## src/logic/noc_config.svh

```systemverilog
/*
 * Build constants for the 2D mesh network on chip.
 * Include this header in any file that sizes flits, ports, nodes or buffers.
 * Change the mesh size here. NOC_DEST_WIDTH must cover NOC_NODES node numbers.
 */

`ifndef NOC_CONFIG_SVH
`define NOC_CONFIG_SVH

// Bits per flit
`define NOC_FLIT_WIDTH 32

// Mesh width and height in nodes
`define NOC_X 2
`define NOC_Y 2
`define NOC_NODES (`NOC_X * `NOC_Y)

// Destination field at the top of a head flit
`define NOC_DEST_WIDTH 2

// Entries in each router input buffer
`define NOC_BUFFER_DEPTH 4

// Local, north, east, south, west
`define NOC_PORTS 5

`endif

```

## src/logic/noc_pkg.sv

```systemverilog
/*
 * Shared types for the mesh routers.
 * Refer to these by scoped name (noc_pkg::flit_t and so on).
 * The port direction enum is the index into every per-port array.
 */

`default_nettype none

`include "noc_config.svh"

package noc_pkg;

  // One flit, the destination sits in the top bits of a head flit
  typedef logic [`NOC_FLIT_WIDTH-1:0] flit_t;

  // Node number, x + y * NOC_X
  typedef logic [`NOC_DEST_WIDTH-1:0] node_id_t;

  // One bit per router port
  typedef logic [`NOC_PORTS-1:0] port_vec_t;

  // Router port directions
  typedef enum logic [2:0] {
    DIR_LOCAL = 3'd0,
    DIR_NORTH = 3'd1,
    DIR_EAST  = 3'd2,
    DIR_SOUTH = 3'd3,
    DIR_WEST  = 3'd4
  } dir_e;

  // Output port ownership
  typedef enum logic {
    PORT_IDLE = 1'b0,
    PORT_BUSY = 1'b1
  } port_state_e;

endpackage

`default_nettype wire

```

## src/logic/noc_input_fifo.sv

```systemverilog
/*
 * Input flit buffer for one router port.
 * The write side is a valid/ready link, the read side shows the oldest flit
 * at the head and drops it when pop is high. Each entry keeps its last bit.
 */

`timescale 1ns/100ps
`default_nettype none

`include "noc_config.svh"

module noc_input_fifo (
  input  logic           clk,
  input  logic           rst_n,
  input  logic           push_valid,
  input  noc_pkg::flit_t push_flit,
  input  logic           push_last,
  output logic           push_ready,
  output noc_pkg::flit_t head_flit,
  output logic           head_last,
  output logic           head_valid,
  input  logic           pop
);

  localparam int DEPTH = `NOC_BUFFER_DEPTH;
  localparam int PTR_W = (DEPTH > 1) ? $clog2(DEPTH) : 1;
  localparam int CNT_W = $clog2(DEPTH + 1);

  noc_pkg::flit_t   mem_flit [DEPTH];
  logic             mem_last [DEPTH];
  logic [PTR_W-1:0] wr_ptr;
  logic [PTR_W-1:0] rd_ptr;
  logic [CNT_W-1:0] count;
  logic             do_push;
  logic             do_pop;

  // Circular increment, works for any depth
  function automatic logic [PTR_W-1:0] next_ptr(logic [PTR_W-1:0] ptr);
    if (ptr == PTR_W'(DEPTH - 1)) begin
      return '0;
    end
    return ptr + 1'b1;
  endfunction

  // Full and empty from the fill count
  assign push_ready = (count != CNT_W'(DEPTH));
  assign head_valid = (count != '0);
  assign do_push    = push_valid && push_ready;
  assign do_pop     = pop && head_valid;

  // Head entry straight from storage
  assign head_flit = mem_flit[rd_ptr];
  assign head_last = mem_last[rd_ptr];

  // Flit storage
  always_ff @(posedge clk) begin
    if (do_push) begin
      mem_flit[wr_ptr] <= push_flit;
      mem_last[wr_ptr] <= push_last;
    end
  end

  // Pointers and fill count
  always_ff @(posedge clk or negedge rst_n) begin
    if (!rst_n) begin
      wr_ptr <= '0;
      rd_ptr <= '0;
      count  <= '0;
    end else begin
      if (do_push) wr_ptr <= next_ptr(wr_ptr);
      if (do_pop) rd_ptr <= next_ptr(rd_ptr);
      case ({do_push, do_pop})
        2'b10:   count <= count + 1'b1;
        2'b01:   count <= count - 1'b1;
        default: count <= count;
      endcase
    end
  end

endmodule

`default_nettype wire

```

## src/logic/noc_route_ctrl.sv

```systemverilog
/*
 * Route and arbitration control for one router.
 * Each input routes its head flit X first, then Y, and holds that route
 * for the rest of the packet. Each output picks one requester round robin,
 * locks to it until the last flit has gone, and pops the granted input.
 */

`timescale 1ns/100ps
`default_nettype none

`include "noc_config.svh"

module noc_route_ctrl #(
  parameter int X_POS = 0,
  parameter int Y_POS = 0
) (
  input  logic               clk,
  input  logic               rst_n,
  input  noc_pkg::flit_t     head_flit [`NOC_PORTS],
  input  noc_pkg::port_vec_t head_last,
  input  noc_pkg::port_vec_t head_valid,
  input  noc_pkg::port_vec_t out_ready,
  output noc_pkg::dir_e      grant_sel [`NOC_PORTS],
  output noc_pkg::port_vec_t grant_valid,
  output noc_pkg::port_vec_t pop
);

  localparam int NP = `NOC_PORTS;

  // Per input
  noc_pkg::port_vec_t   in_packet;
  noc_pkg::dir_e        route_q   [NP];
  noc_pkg::dir_e        route_now [NP];
  // Per output, req[o][i] means input i wants output o
  noc_pkg::port_vec_t   req       [NP];
  noc_pkg::port_state_e state_q   [NP];
  noc_pkg::dir_e        sel_q     [NP];
  noc_pkg::dir_e        rr_q      [NP];
  noc_pkg::dir_e        arb_sel   [NP];
  noc_pkg::port_vec_t   arb_found;
  noc_pkg::port_vec_t   xfer;

  // Dimension order route from the destination field
  function automatic noc_pkg::dir_e xy_route(noc_pkg::flit_t flit);
    noc_pkg::node_id_t dest;
    int                dx;
    int                dy;
    dest = flit[`NOC_FLIT_WIDTH-1 -: `NOC_DEST_WIDTH];
    dx   = int'(dest) % `NOC_X;
    dy   = int'(dest) / `NOC_X;
    if (dx > X_POS) return noc_pkg::DIR_EAST;
    if (dx < X_POS) return noc_pkg::DIR_WEST;
    // Column reached, north is y + 1
    if (dy > Y_POS) return noc_pkg::DIR_NORTH;
    if (dy < Y_POS) return noc_pkg::DIR_SOUTH;
    return noc_pkg::DIR_LOCAL;
  endfunction

  // Port index plus offset, modulo the port count
  function automatic noc_pkg::dir_e wrap_idx(noc_pkg::dir_e base, int offset);
    int sum;
    sum = int'(base) + offset;
    if (sum >= NP) sum = sum - NP;
    return noc_pkg::dir_e'(sum);
  endfunction

  //////////////////////////////////////////////////
  // Routes and requests

  always_comb begin
    for (int o = 0; o < NP; o++) req[o] = '0;
    for (int i = 0; i < NP; i++) begin
      // Body flits follow the route the head took
      route_now[i] = in_packet[i] ? route_q[i] : xy_route(head_flit[i]);
      if (head_valid[i]) req[route_now[i]][i] = 1'b1;
    end
  end

  //////////////////////////////////////////////////
  // Round robin pick and grant

  always_comb begin
    for (int o = 0; o < NP; o++) begin
      arb_found[o] = 1'b0;
      arb_sel[o]   = rr_q[o];
      // First requester at or after the pointer
      for (int k = 0; k < NP; k++) begin
        if (!arb_found[o] && req[o][wrap_idx(rr_q[o], k)]) begin
          arb_found[o] = 1'b1;
          arb_sel[o]   = wrap_idx(rr_q[o], k);
        end
      end
    end
  end

  always_comb begin
    pop = '0;
    for (int o = 0; o < NP; o++) begin
      if (state_q[o] == noc_pkg::PORT_BUSY) begin
        // Locked, the owner may have gaps between flits
        grant_sel[o]   = sel_q[o];
        grant_valid[o] = head_valid[sel_q[o]];
      end else begin
        grant_sel[o]   = arb_sel[o];
        grant_valid[o] = arb_found[o];
      end
      xfer[o] = grant_valid[o] && out_ready[o];
      if (xfer[o]) pop[grant_sel[o]] = 1'b1;
    end
  end

  //////////////////////////////////////////////////
  // Output locks and input packet tracking

  always_ff @(posedge clk or negedge rst_n) begin
    if (!rst_n) begin
      in_packet <= '0;
      for (int p = 0; p < NP; p++) begin
        route_q[p] <= noc_pkg::DIR_LOCAL;
        state_q[p] <= noc_pkg::PORT_IDLE;
        sel_q[p]   <= noc_pkg::DIR_LOCAL;
        rr_q[p]    <= noc_pkg::DIR_LOCAL;
      end
    end else begin
      for (int o = 0; o < NP; o++) begin
        if (state_q[o] == noc_pkg::PORT_IDLE && arb_found[o]) begin
          sel_q[o] <= arb_sel[o];
          rr_q[o]  <= wrap_idx(arb_sel[o], 1);
          // Single flit packet that goes out at once leaves it idle
          if (!(xfer[o] && head_last[arb_sel[o]])) state_q[o] <= noc_pkg::PORT_BUSY;
        end else if (state_q[o] == noc_pkg::PORT_BUSY && xfer[o] && head_last[sel_q[o]]) begin
          state_q[o] <= noc_pkg::PORT_IDLE;
        end
      end
      for (int i = 0; i < NP; i++) begin
        if (pop[i]) begin
          in_packet[i] <= !head_last[i];
          route_q[i]   <= route_now[i];
        end
      end
    end
  end

endmodule

`default_nettype wire

```

## src/logic/noc_crossbar.sv

```systemverilog
/*
 * Five by five flit crossbar.
 * Each output shows the flit and last bit of the input that the
 * controller granted to it. Outputs without a grant show zero.
 */

`timescale 1ns/100ps
`default_nettype none

`include "noc_config.svh"

module noc_crossbar (
  input  noc_pkg::flit_t     head_flit [`NOC_PORTS],
  input  noc_pkg::port_vec_t head_last,
  input  noc_pkg::dir_e      grant_sel [`NOC_PORTS],
  input  noc_pkg::port_vec_t grant_valid,
  output noc_pkg::flit_t     out_flit  [`NOC_PORTS],
  output noc_pkg::port_vec_t out_last,
  output noc_pkg::port_vec_t out_valid
);

  // One multiplexer per output
  always_comb begin
    for (int o = 0; o < `NOC_PORTS; o++) begin
      if (grant_valid[o]) begin
        out_flit[o] = head_flit[grant_sel[o]];
        out_last[o] = head_last[grant_sel[o]];
      end else begin
        // Quiet bus when nothing is granted
        out_flit[o] = '0;
        out_last[o] = 1'b0;
      end
    end
  end

  // A grant always has a flit behind it
  assign out_valid = grant_valid;

endmodule

`default_nettype wire

```

## src/logic/noc_router.sv

```systemverilog
/*
 * Five port wormhole router for one mesh node.
 * Input buffers feed the route controller and the crossbar. Every per-port
 * array is indexed by noc_pkg::dir_e, local port at index 0.
 */

`timescale 1ns/100ps
`default_nettype none

`include "noc_config.svh"

module noc_router #(
  parameter int X_POS = 0,
  parameter int Y_POS = 0
) (
  input  logic                    clk,
  input  logic                    rst_n,
  input  noc_pkg::flit_t          in_flit [`NOC_PORTS],
  input  noc_pkg::port_vec_t      in_last,
  input  noc_pkg::port_vec_t      in_valid,
  output wire noc_pkg::port_vec_t in_ready,
  output noc_pkg::flit_t          out_flit [`NOC_PORTS],
  output noc_pkg::port_vec_t      out_last,
  output noc_pkg::port_vec_t      out_valid,
  input  noc_pkg::port_vec_t      out_ready
);

  // Buffer heads
  wire noc_pkg::flit_t     head_flit [`NOC_PORTS];
  wire noc_pkg::port_vec_t head_last;
  wire noc_pkg::port_vec_t head_valid;
  // Controller outputs
  noc_pkg::dir_e           grant_sel [`NOC_PORTS];
  noc_pkg::port_vec_t      grant_valid;
  noc_pkg::port_vec_t      pop;

  // One buffer per input direction
  for (genvar p = 0; p < `NOC_PORTS; p++) begin : g_in
    localparam noc_pkg::dir_e DIR = noc_pkg::dir_e'(p);

    noc_input_fifo u_fifo (
      .clk        (clk),
      .rst_n      (rst_n),
      .push_valid (in_valid[DIR]),
      .push_flit  (in_flit[DIR]),
      .push_last  (in_last[DIR]),
      .push_ready (in_ready[DIR]),
      .head_flit  (head_flit[DIR]),
      .head_last  (head_last[DIR]),
      .head_valid (head_valid[DIR]),
      .pop        (pop[DIR])
    );
  end

  noc_route_ctrl #(
    .X_POS (X_POS),
    .Y_POS (Y_POS)
  ) u_ctrl (
    .clk         (clk),
    .rst_n       (rst_n),
    .head_flit   (head_flit),
    .head_last   (head_last),
    .head_valid  (head_valid),
    .out_ready   (out_ready),
    .grant_sel   (grant_sel),
    .grant_valid (grant_valid),
    .pop         (pop)
  );

  noc_crossbar u_xbar (
    .head_flit   (head_flit),
    .head_last   (head_last),
    .grant_sel   (grant_sel),
    .grant_valid (grant_valid),
    .out_flit    (out_flit),
    .out_last    (out_last),
    .out_valid   (out_valid)
  );

endmodule

`default_nettype wire

```

## src/logic/noc_mesh.sv

```systemverilog
/*
 * Top of the 2D mesh network on chip.
 * One router per node, node number x + y * NOC_X. Each node exposes its
 * local port as a flit link in and a flit link out. East and north links
 * join neighbours, links off the mesh edge are tied off.
 */

`timescale 1ns/100ps
`default_nettype none

`include "noc_config.svh"

module noc_mesh (
  input  logic           clk,
  input  logic           rst_n,
  input  noc_pkg::flit_t in_flit   [`NOC_NODES],
  input  logic           in_last   [`NOC_NODES],
  input  logic           in_valid  [`NOC_NODES],
  output logic           in_ready  [`NOC_NODES],
  output noc_pkg::flit_t out_flit  [`NOC_NODES],
  output logic           out_last  [`NOC_NODES],
  output logic           out_valid [`NOC_NODES],
  input  logic           out_ready [`NOC_NODES]
);

  //////////////////////////////////////////////////
  // Router side wiring, [node][direction]

  wire noc_pkg::flit_t     node_in_flit   [`NOC_NODES][`NOC_PORTS];
  wire noc_pkg::port_vec_t node_in_last   [`NOC_NODES];
  wire noc_pkg::port_vec_t node_in_valid  [`NOC_NODES];
  wire noc_pkg::port_vec_t node_in_ready  [`NOC_NODES];
  wire noc_pkg::flit_t     node_out_flit  [`NOC_NODES][`NOC_PORTS];
  wire noc_pkg::port_vec_t node_out_last  [`NOC_NODES];
  wire noc_pkg::port_vec_t node_out_valid [`NOC_NODES];
  wire noc_pkg::port_vec_t node_out_ready [`NOC_NODES];

  for (genvar y = 0; y < `NOC_Y; y++) begin : g_y
    for (genvar x = 0; x < `NOC_X; x++) begin : g_x
      localparam int N = x + y * `NOC_X;

      noc_router #(
        .X_POS (x),
        .Y_POS (y)
      ) u_router (
        .clk       (clk),
        .rst_n     (rst_n),
        .in_flit   (node_in_flit[N]),
        .in_last   (node_in_last[N]),
        .in_valid  (node_in_valid[N]),
        .in_ready  (node_in_ready[N]),
        .out_flit  (node_out_flit[N]),
        .out_last  (node_out_last[N]),
        .out_valid (node_out_valid[N]),
        .out_ready (node_out_ready[N])
      );

      // Local port to the node's own links
      assign node_in_flit[N][noc_pkg::DIR_LOCAL]   = in_flit[N];
      assign node_in_last[N][noc_pkg::DIR_LOCAL]   = in_last[N];
      assign node_in_valid[N][noc_pkg::DIR_LOCAL]  = in_valid[N];
      assign in_ready[N]                           = node_in_ready[N][noc_pkg::DIR_LOCAL];
      assign out_flit[N]                           = node_out_flit[N][noc_pkg::DIR_LOCAL];
      assign out_last[N]                           = node_out_last[N][noc_pkg::DIR_LOCAL];
      assign out_valid[N]                          = node_out_valid[N][noc_pkg::DIR_LOCAL];
      assign node_out_ready[N][noc_pkg::DIR_LOCAL] = out_ready[N];

      // East neighbour is N + 1
      if (x < `NOC_X - 1) begin : g_east
        assign node_in_flit[N][noc_pkg::DIR_EAST]   = node_out_flit[N+1][noc_pkg::DIR_WEST];
        assign node_in_last[N][noc_pkg::DIR_EAST]   = node_out_last[N+1][noc_pkg::DIR_WEST];
        assign node_in_valid[N][noc_pkg::DIR_EAST]  = node_out_valid[N+1][noc_pkg::DIR_WEST];
        assign node_out_ready[N][noc_pkg::DIR_EAST] = node_in_ready[N+1][noc_pkg::DIR_WEST];
      end else begin : g_east_edge
        assign node_in_flit[N][noc_pkg::DIR_EAST]   = '0;
        assign node_in_last[N][noc_pkg::DIR_EAST]   = 1'b0;
        assign node_in_valid[N][noc_pkg::DIR_EAST]  = 1'b0;
        assign node_out_ready[N][noc_pkg::DIR_EAST] = 1'b0;
      end

      // West neighbour is N - 1
      if (x > 0) begin : g_west
        assign node_in_flit[N][noc_pkg::DIR_WEST]   = node_out_flit[N-1][noc_pkg::DIR_EAST];
        assign node_in_last[N][noc_pkg::DIR_WEST]   = node_out_last[N-1][noc_pkg::DIR_EAST];
        assign node_in_valid[N][noc_pkg::DIR_WEST]  = node_out_valid[N-1][noc_pkg::DIR_EAST];
        assign node_out_ready[N][noc_pkg::DIR_WEST] = node_in_ready[N-1][noc_pkg::DIR_EAST];
      end else begin : g_west_edge
        assign node_in_flit[N][noc_pkg::DIR_WEST]   = '0;
        assign node_in_last[N][noc_pkg::DIR_WEST]   = 1'b0;
        assign node_in_valid[N][noc_pkg::DIR_WEST]  = 1'b0;
        assign node_out_ready[N][noc_pkg::DIR_WEST] = 1'b0;
      end

      // North is the next row up, y + 1
      if (y < `NOC_Y - 1) begin : g_north
        localparam int NN = N + `NOC_X;
        assign node_in_flit[N][noc_pkg::DIR_NORTH]   = node_out_flit[NN][noc_pkg::DIR_SOUTH];
        assign node_in_last[N][noc_pkg::DIR_NORTH]   = node_out_last[NN][noc_pkg::DIR_SOUTH];
        assign node_in_valid[N][noc_pkg::DIR_NORTH]  = node_out_valid[NN][noc_pkg::DIR_SOUTH];
        assign node_out_ready[N][noc_pkg::DIR_NORTH] = node_in_ready[NN][noc_pkg::DIR_SOUTH];
      end else begin : g_north_edge
        assign node_in_flit[N][noc_pkg::DIR_NORTH]   = '0;
        assign node_in_last[N][noc_pkg::DIR_NORTH]   = 1'b0;
        assign node_in_valid[N][noc_pkg::DIR_NORTH]  = 1'b0;
        assign node_out_ready[N][noc_pkg::DIR_NORTH] = 1'b0;
      end

      // South is the row below, y - 1
      if (y > 0) begin : g_south
        localparam int NS = N - `NOC_X;
        assign node_in_flit[N][noc_pkg::DIR_SOUTH]   = node_out_flit[NS][noc_pkg::DIR_NORTH];
        assign node_in_last[N][noc_pkg::DIR_SOUTH]   = node_out_last[NS][noc_pkg::DIR_NORTH];
        assign node_in_valid[N][noc_pkg::DIR_SOUTH]  = node_out_valid[NS][noc_pkg::DIR_NORTH];
        assign node_out_ready[N][noc_pkg::DIR_SOUTH] = node_in_ready[NS][noc_pkg::DIR_NORTH];
      end else begin : g_south_edge
        assign node_in_flit[N][noc_pkg::DIR_SOUTH]   = '0;
        assign node_in_last[N][noc_pkg::DIR_SOUTH]   = 1'b0;
        assign node_in_valid[N][noc_pkg::DIR_SOUTH]  = 1'b0;
        assign node_out_ready[N][noc_pkg::DIR_SOUTH] = 1'b0;
      end
    end
  end

endmodule

`default_nettype wire

```

## config.mk

```make
export PLATFORM = sky130hd
export DESIGN_NAME = noc_mesh
export DESIGN_NICKNAME = d
export VERILOG_FILES = /design/src/logic/noc_pkg.sv /design/src/logic/noc_input_fifo.sv /design/src/logic/noc_route_ctrl.sv /design/src/logic/noc_crossbar.sv /design/src/logic/noc_router.sv /design/src/logic/noc_mesh.sv
export VERILOG_INCLUDE_DIRS = /design/src /design/src/logic
export SDC_FILE = /design/constraint.sdc
export NUM_CORES = 2
export LEC_CHECK = 0
export ABC_CLOCK_PERIOD_IN_PS = 12630
export CORE_ASPECT_RATIO = 1.5
export CORE_UTILIZATION = 45
export CTS_BUF_LIST = sky130_fd_sc_hd__clkbuf_8 sky130_fd_sc_hd__clkbuf_16
export DETAILED_ROUTE_END_ITERATION = 6
export DONT_BUFFER_PORTS = 1
export GPL_TIMING_DRIVEN = 1
export HOLD_SLACK_MARGIN = 0.05
export PLACE_DENSITY_LB_ADDON = 0.12
export SYNTH_ARGS = -nofsm -noshare
export SYNTH_HDL_FRONTEND = slang
export SYNTH_SLANG_ARGS = --single-unit
```

## constraint.sdc

```tcl
create_clock -name clk -period 12.63 [get_ports clk]
set_clock_uncertainty 0.05 [all_clocks]
set_input_delay 0.6315 -clock clk [delete_from_list [all_inputs] [get_ports clk]]
set_output_delay 0.6315 -clock clk [all_outputs]
set_load 0.01 [all_outputs]
```

==> results.py <==
metrics = {
    "grt": {
        "antenna_found_initial": 1,
        "grt_usage_pct": 26.84,
        "grt_max_degree": 241,
        "grt_pass1_vias": 62210,
        "grt_first_pass_wirelength_um": 425400,
        "grt_overflow": 0,
    },
    "floorplanning": {
        "initial_core_util_pct": 45.36,
        "fp.coreArea_um2": 210300,
        "die_area_um2": 213900,
        "die_y_um": 565.9,
        "boundaryPins": 282,
        "die_width_um": 378.0,
        "rows": 206,
    },
    "worst_setup_path": {
        "crit_type": "reg -> out",
        "rr_startpoint": "g_y[1].g_x[0].u_router.u_ctrl.rr_q[6]$_DFFE_PN0P_",
        "required_ns": 11.95,
        "arrival_ns": 7.22,
        "cp-end-kind": "output pin",
        "reg2reg_slack_ns": 5.66,
        "reg2reg_depth": 22,
        "cp-start-kind": "flip-flop",
        "crit_path_start": "g_y[0].g_x[0].u_router.u_ctrl.rr_q[12]$_DFFE_PN0P_",
        "worstPathMaxFanout": 39,
        "regToRegEndpoint": "g_y[1].g_x[0].u_router.g_in[2].u_fifo.count[2]$_DFFE_PN0P_",
    },
    "sta": {
        "min_period_ns": 7.898,
        "setup_viol": 0,
        "drv_slew": 0,
        "timing.fmax_mhz": 126.6,
        "max-slew-margin-rel_pct": 1.865,
        "hold_violations": 0,
        "rsz0062_at_grt": "false",
        "min_period_over_period_pct": 62.54,
        "worst_pin_slew_ns": 1.457,
        "tns_ns": 0,
    },
    "layout": {
        "final_cells": 10200,
        "multi_input_area_um2": 38690,
        "areaGrowthSynthToFinish_pct": 10.33,
        "fin_util_pct": 50.05,
        "nets": 7623,
        "final.fill_count": 18280,
        "regArea_um2": 53590,
        "drive_gt1_share_pct": 16.02,
    },
    "synth": {
        "synth_common_cells": "edfxtp_1, nor2_1, nand2_1, mux4_2, a21oi_1",
        "async_flop_share_pct": 13.16,
        "syn_area_um2": 95410,
        "synth.most_common_cell": "edfxtp_1",
        "syn_inst": 7272,
        "ys.flop_type": "edfxtp_1",
        "synth_edf_count": 1584,
        "synth_nets": 7646,
        "ys_warn_count": 0,
        "synth_seq_area_share_pct": 56.15,
        "synth-seq-cells": 1824,
        "avgSynthCellArea_um2": 13.12,
        "synthTopCellsByArea": "edfxtp_1, mux4_2, dfrtp_1, mux2i_1, ha_1",
        "yosysUniqueCellTypes": 139,
        "synth_top_area_share_pct": 49.85,
        "yosysTopAreaCell": "edfxtp_1",
    },
    "placement": {
        "dp_hpwl_um": 208900,
        "dp.cells": 9730,
        "globalplace.congestion": 0.9299,
        "port_buffers": 0,
    },
    "cts": {
        "path_clk_slew_ns": 0.06,
        "clock_path_buffers": 4,
        "clk_latency_ns": 0.86,
        "cts_setup_buffers": 0,
        "cts-root-buf": "clkbuf_16",
        "hold_buffers": 140,
        "cts-buffers-inserted": 184,
        "cts.sinks": 1824,
        "cts_max_level": 4,
        "cts-resized-gates": 0,
        "cts_tree": "built",
    },
    "routing": {
        "routed_wirelength_um": 291900,
        "via_per_inst": 6.226,
        "vias": 63530,
        "ant_nets": 0,
        "dr.pass1.iters": 7,
        "dr.first_iter.drc_count": 5907,
        "drc": 5,
        "wire_per_inst_um": 28.61,
    },
    "hold_path": {
        "min_from": "out_ready[3]",
        "min_path_type": "in -> reg",
        "hold_end": "g_y[0].g_x[0].u_router.u_ctrl.state_q[4]$_DFFE_PN0P_",
        "min_path_cells": 3,
    },
    "job": {
        "drv_cap": 0,
    },
    "outcome": {
        "status": "complete, but fails checks",
        "violations": "design-rule violations",
    },
}
## area by class of cell
| cell class | instances | share of cell area, % |
|---|---|---|
| multi-input combinational | 4694 | 36.76 |
| sequential | 1824 | 50.91 |
| inverter | 262 | 0.9342 |
| antenna | 1 | 0.002377 |
| tap | 2808 | 3.338 |
| timing repair buffer | 283 | 2.387 |
| clock buffer | 194 | 4.548 |
| clock inverter | 138 | 1.130 |
## routing by layer
layer | vias up | track usage (%) | part of all wire, % | wire, um
met5 | - | 0 | 0 | 0
met4 | 0 | 11.45 | 4.8 | 14030
met3 | 478 | 4.431 | 6.9 | 20120
met2 | 2393 | 43.76 | 48 | 140600
met1 | 32670 | 35.36 | 40 | 117200
li1 | 27980 | - | - | -
## registers in the layout, summed over array words and instances (netlist names)
name / count
g_y.g_x.u_router.g_in.u_fifo.count: 60
g_y.g_x.u_router.g_in.u_fifo.wr_ptr: 24
g_y.g_x.u_router.g_in.u_fifo.mem_last: 48
g_y.g_x.u_router.u_ctrl.rr_q: 36
g_y.g_x.u_router.u_ctrl.route_q: 36
g_y.g_x.u_router.u_ctrl.in_packet: 12
g_y.g_x.u_router.g_in.u_fifo.mem_flit: 1536
g_y.g_x.u_router.g_in.u_fifo.rd_ptr: 24
g_y.g_x.u_router.u_ctrl.sel_q: 36
g_y.g_x.u_router.u_ctrl.state_q: 12
## cells by family after synthesis
kind of cell,Yosys count,share of synthesized area (%)
adder cells (fa/ha/maj),233,3.242
flip-flops,1824,56.15
AND/OR/NAND/NOR,1873,9.521
buffers and inverters,754,3.534
multiplexers,914,15.21
XOR/XNOR,109,1.001
AO/OA/AOI/OAI,1565,11.34
## critical path, cell delays in order, from the launching register on
cell and delay [ns]:
dfrtp_1 0.35, buf_4 0.22, inv_1 0.46, ha_1 0.40
ha_1 0.44, nor2b_1 0.21, a22o_1 0.23, or2_2 0.32
mux2_2 0.29, o32ai_2 0.31, nor2_1 0.11, nor4_1 0.50
o31a_1 0.55, a21oi_4 0.10, buf_4 0.34, nor2b_2 0.39
buf_4 0.46, a22oi_1 0.33, nor2_1 0.30
## worst max-delay path by stage
stage / to / slack, ns / cells past startpoint
finish: out_flit[108] / 4.73 / 18
global placement: out_flit[117] / 5.73 / 18
floorplan: g_y[0].g_x[0].u_router.g_in[0].u_fifo.count[2]$_DFFE_PN0P_ / 7.20 / 24
global route: out_flit[115] / 4.47 / 18
detailed placement: out_flit[108] / 5.71 / 18
CTS: out_flit[108] / 4.77 / 18
## stage by stage
stage               setup WS, ns  cell area [um^2]  hold WS [ns]
floorplan                  7.203             95410        0.2859
global placement           5.735             97840        0.2937
detailed placement         5.710             97840        0.2943
CTS                        4.767            105200       0.07514
global route               4.471            105300        0.1378
finish                     4.732            105300        0.1281
## placed cells by master (no fill, tap or decap), types with 82 or more instances in the layout
master / netlist / routed
nor2_1: 649 / 644
mux2i_1: 311 / 311
dlygate4sd3_1: 0 / 139
and2_1: 84 / 82
mux4_2: 407 / 407
nand3_1: 89 / 89
buf_4: 106 / 142
o21ai_0: 246 / 244
nand2_1: 418 / 417
nor3_1: 145 / 141
a21oi_1: 405 / 403
edfxtp_1: 1584 / 1584
mux2_2: 182 / 182
dfrtp_1: 240 / 228
ha_1: 208 / 208
inv_1: 252 / 286
nand2b_1: 90 / 90
clkbuf_16: 0 / 188
a22oi_1: 174 / 174
Power is not shown: default switching activity piles up to over one toggle a cycle in this logic, so the estimate is an artifact.
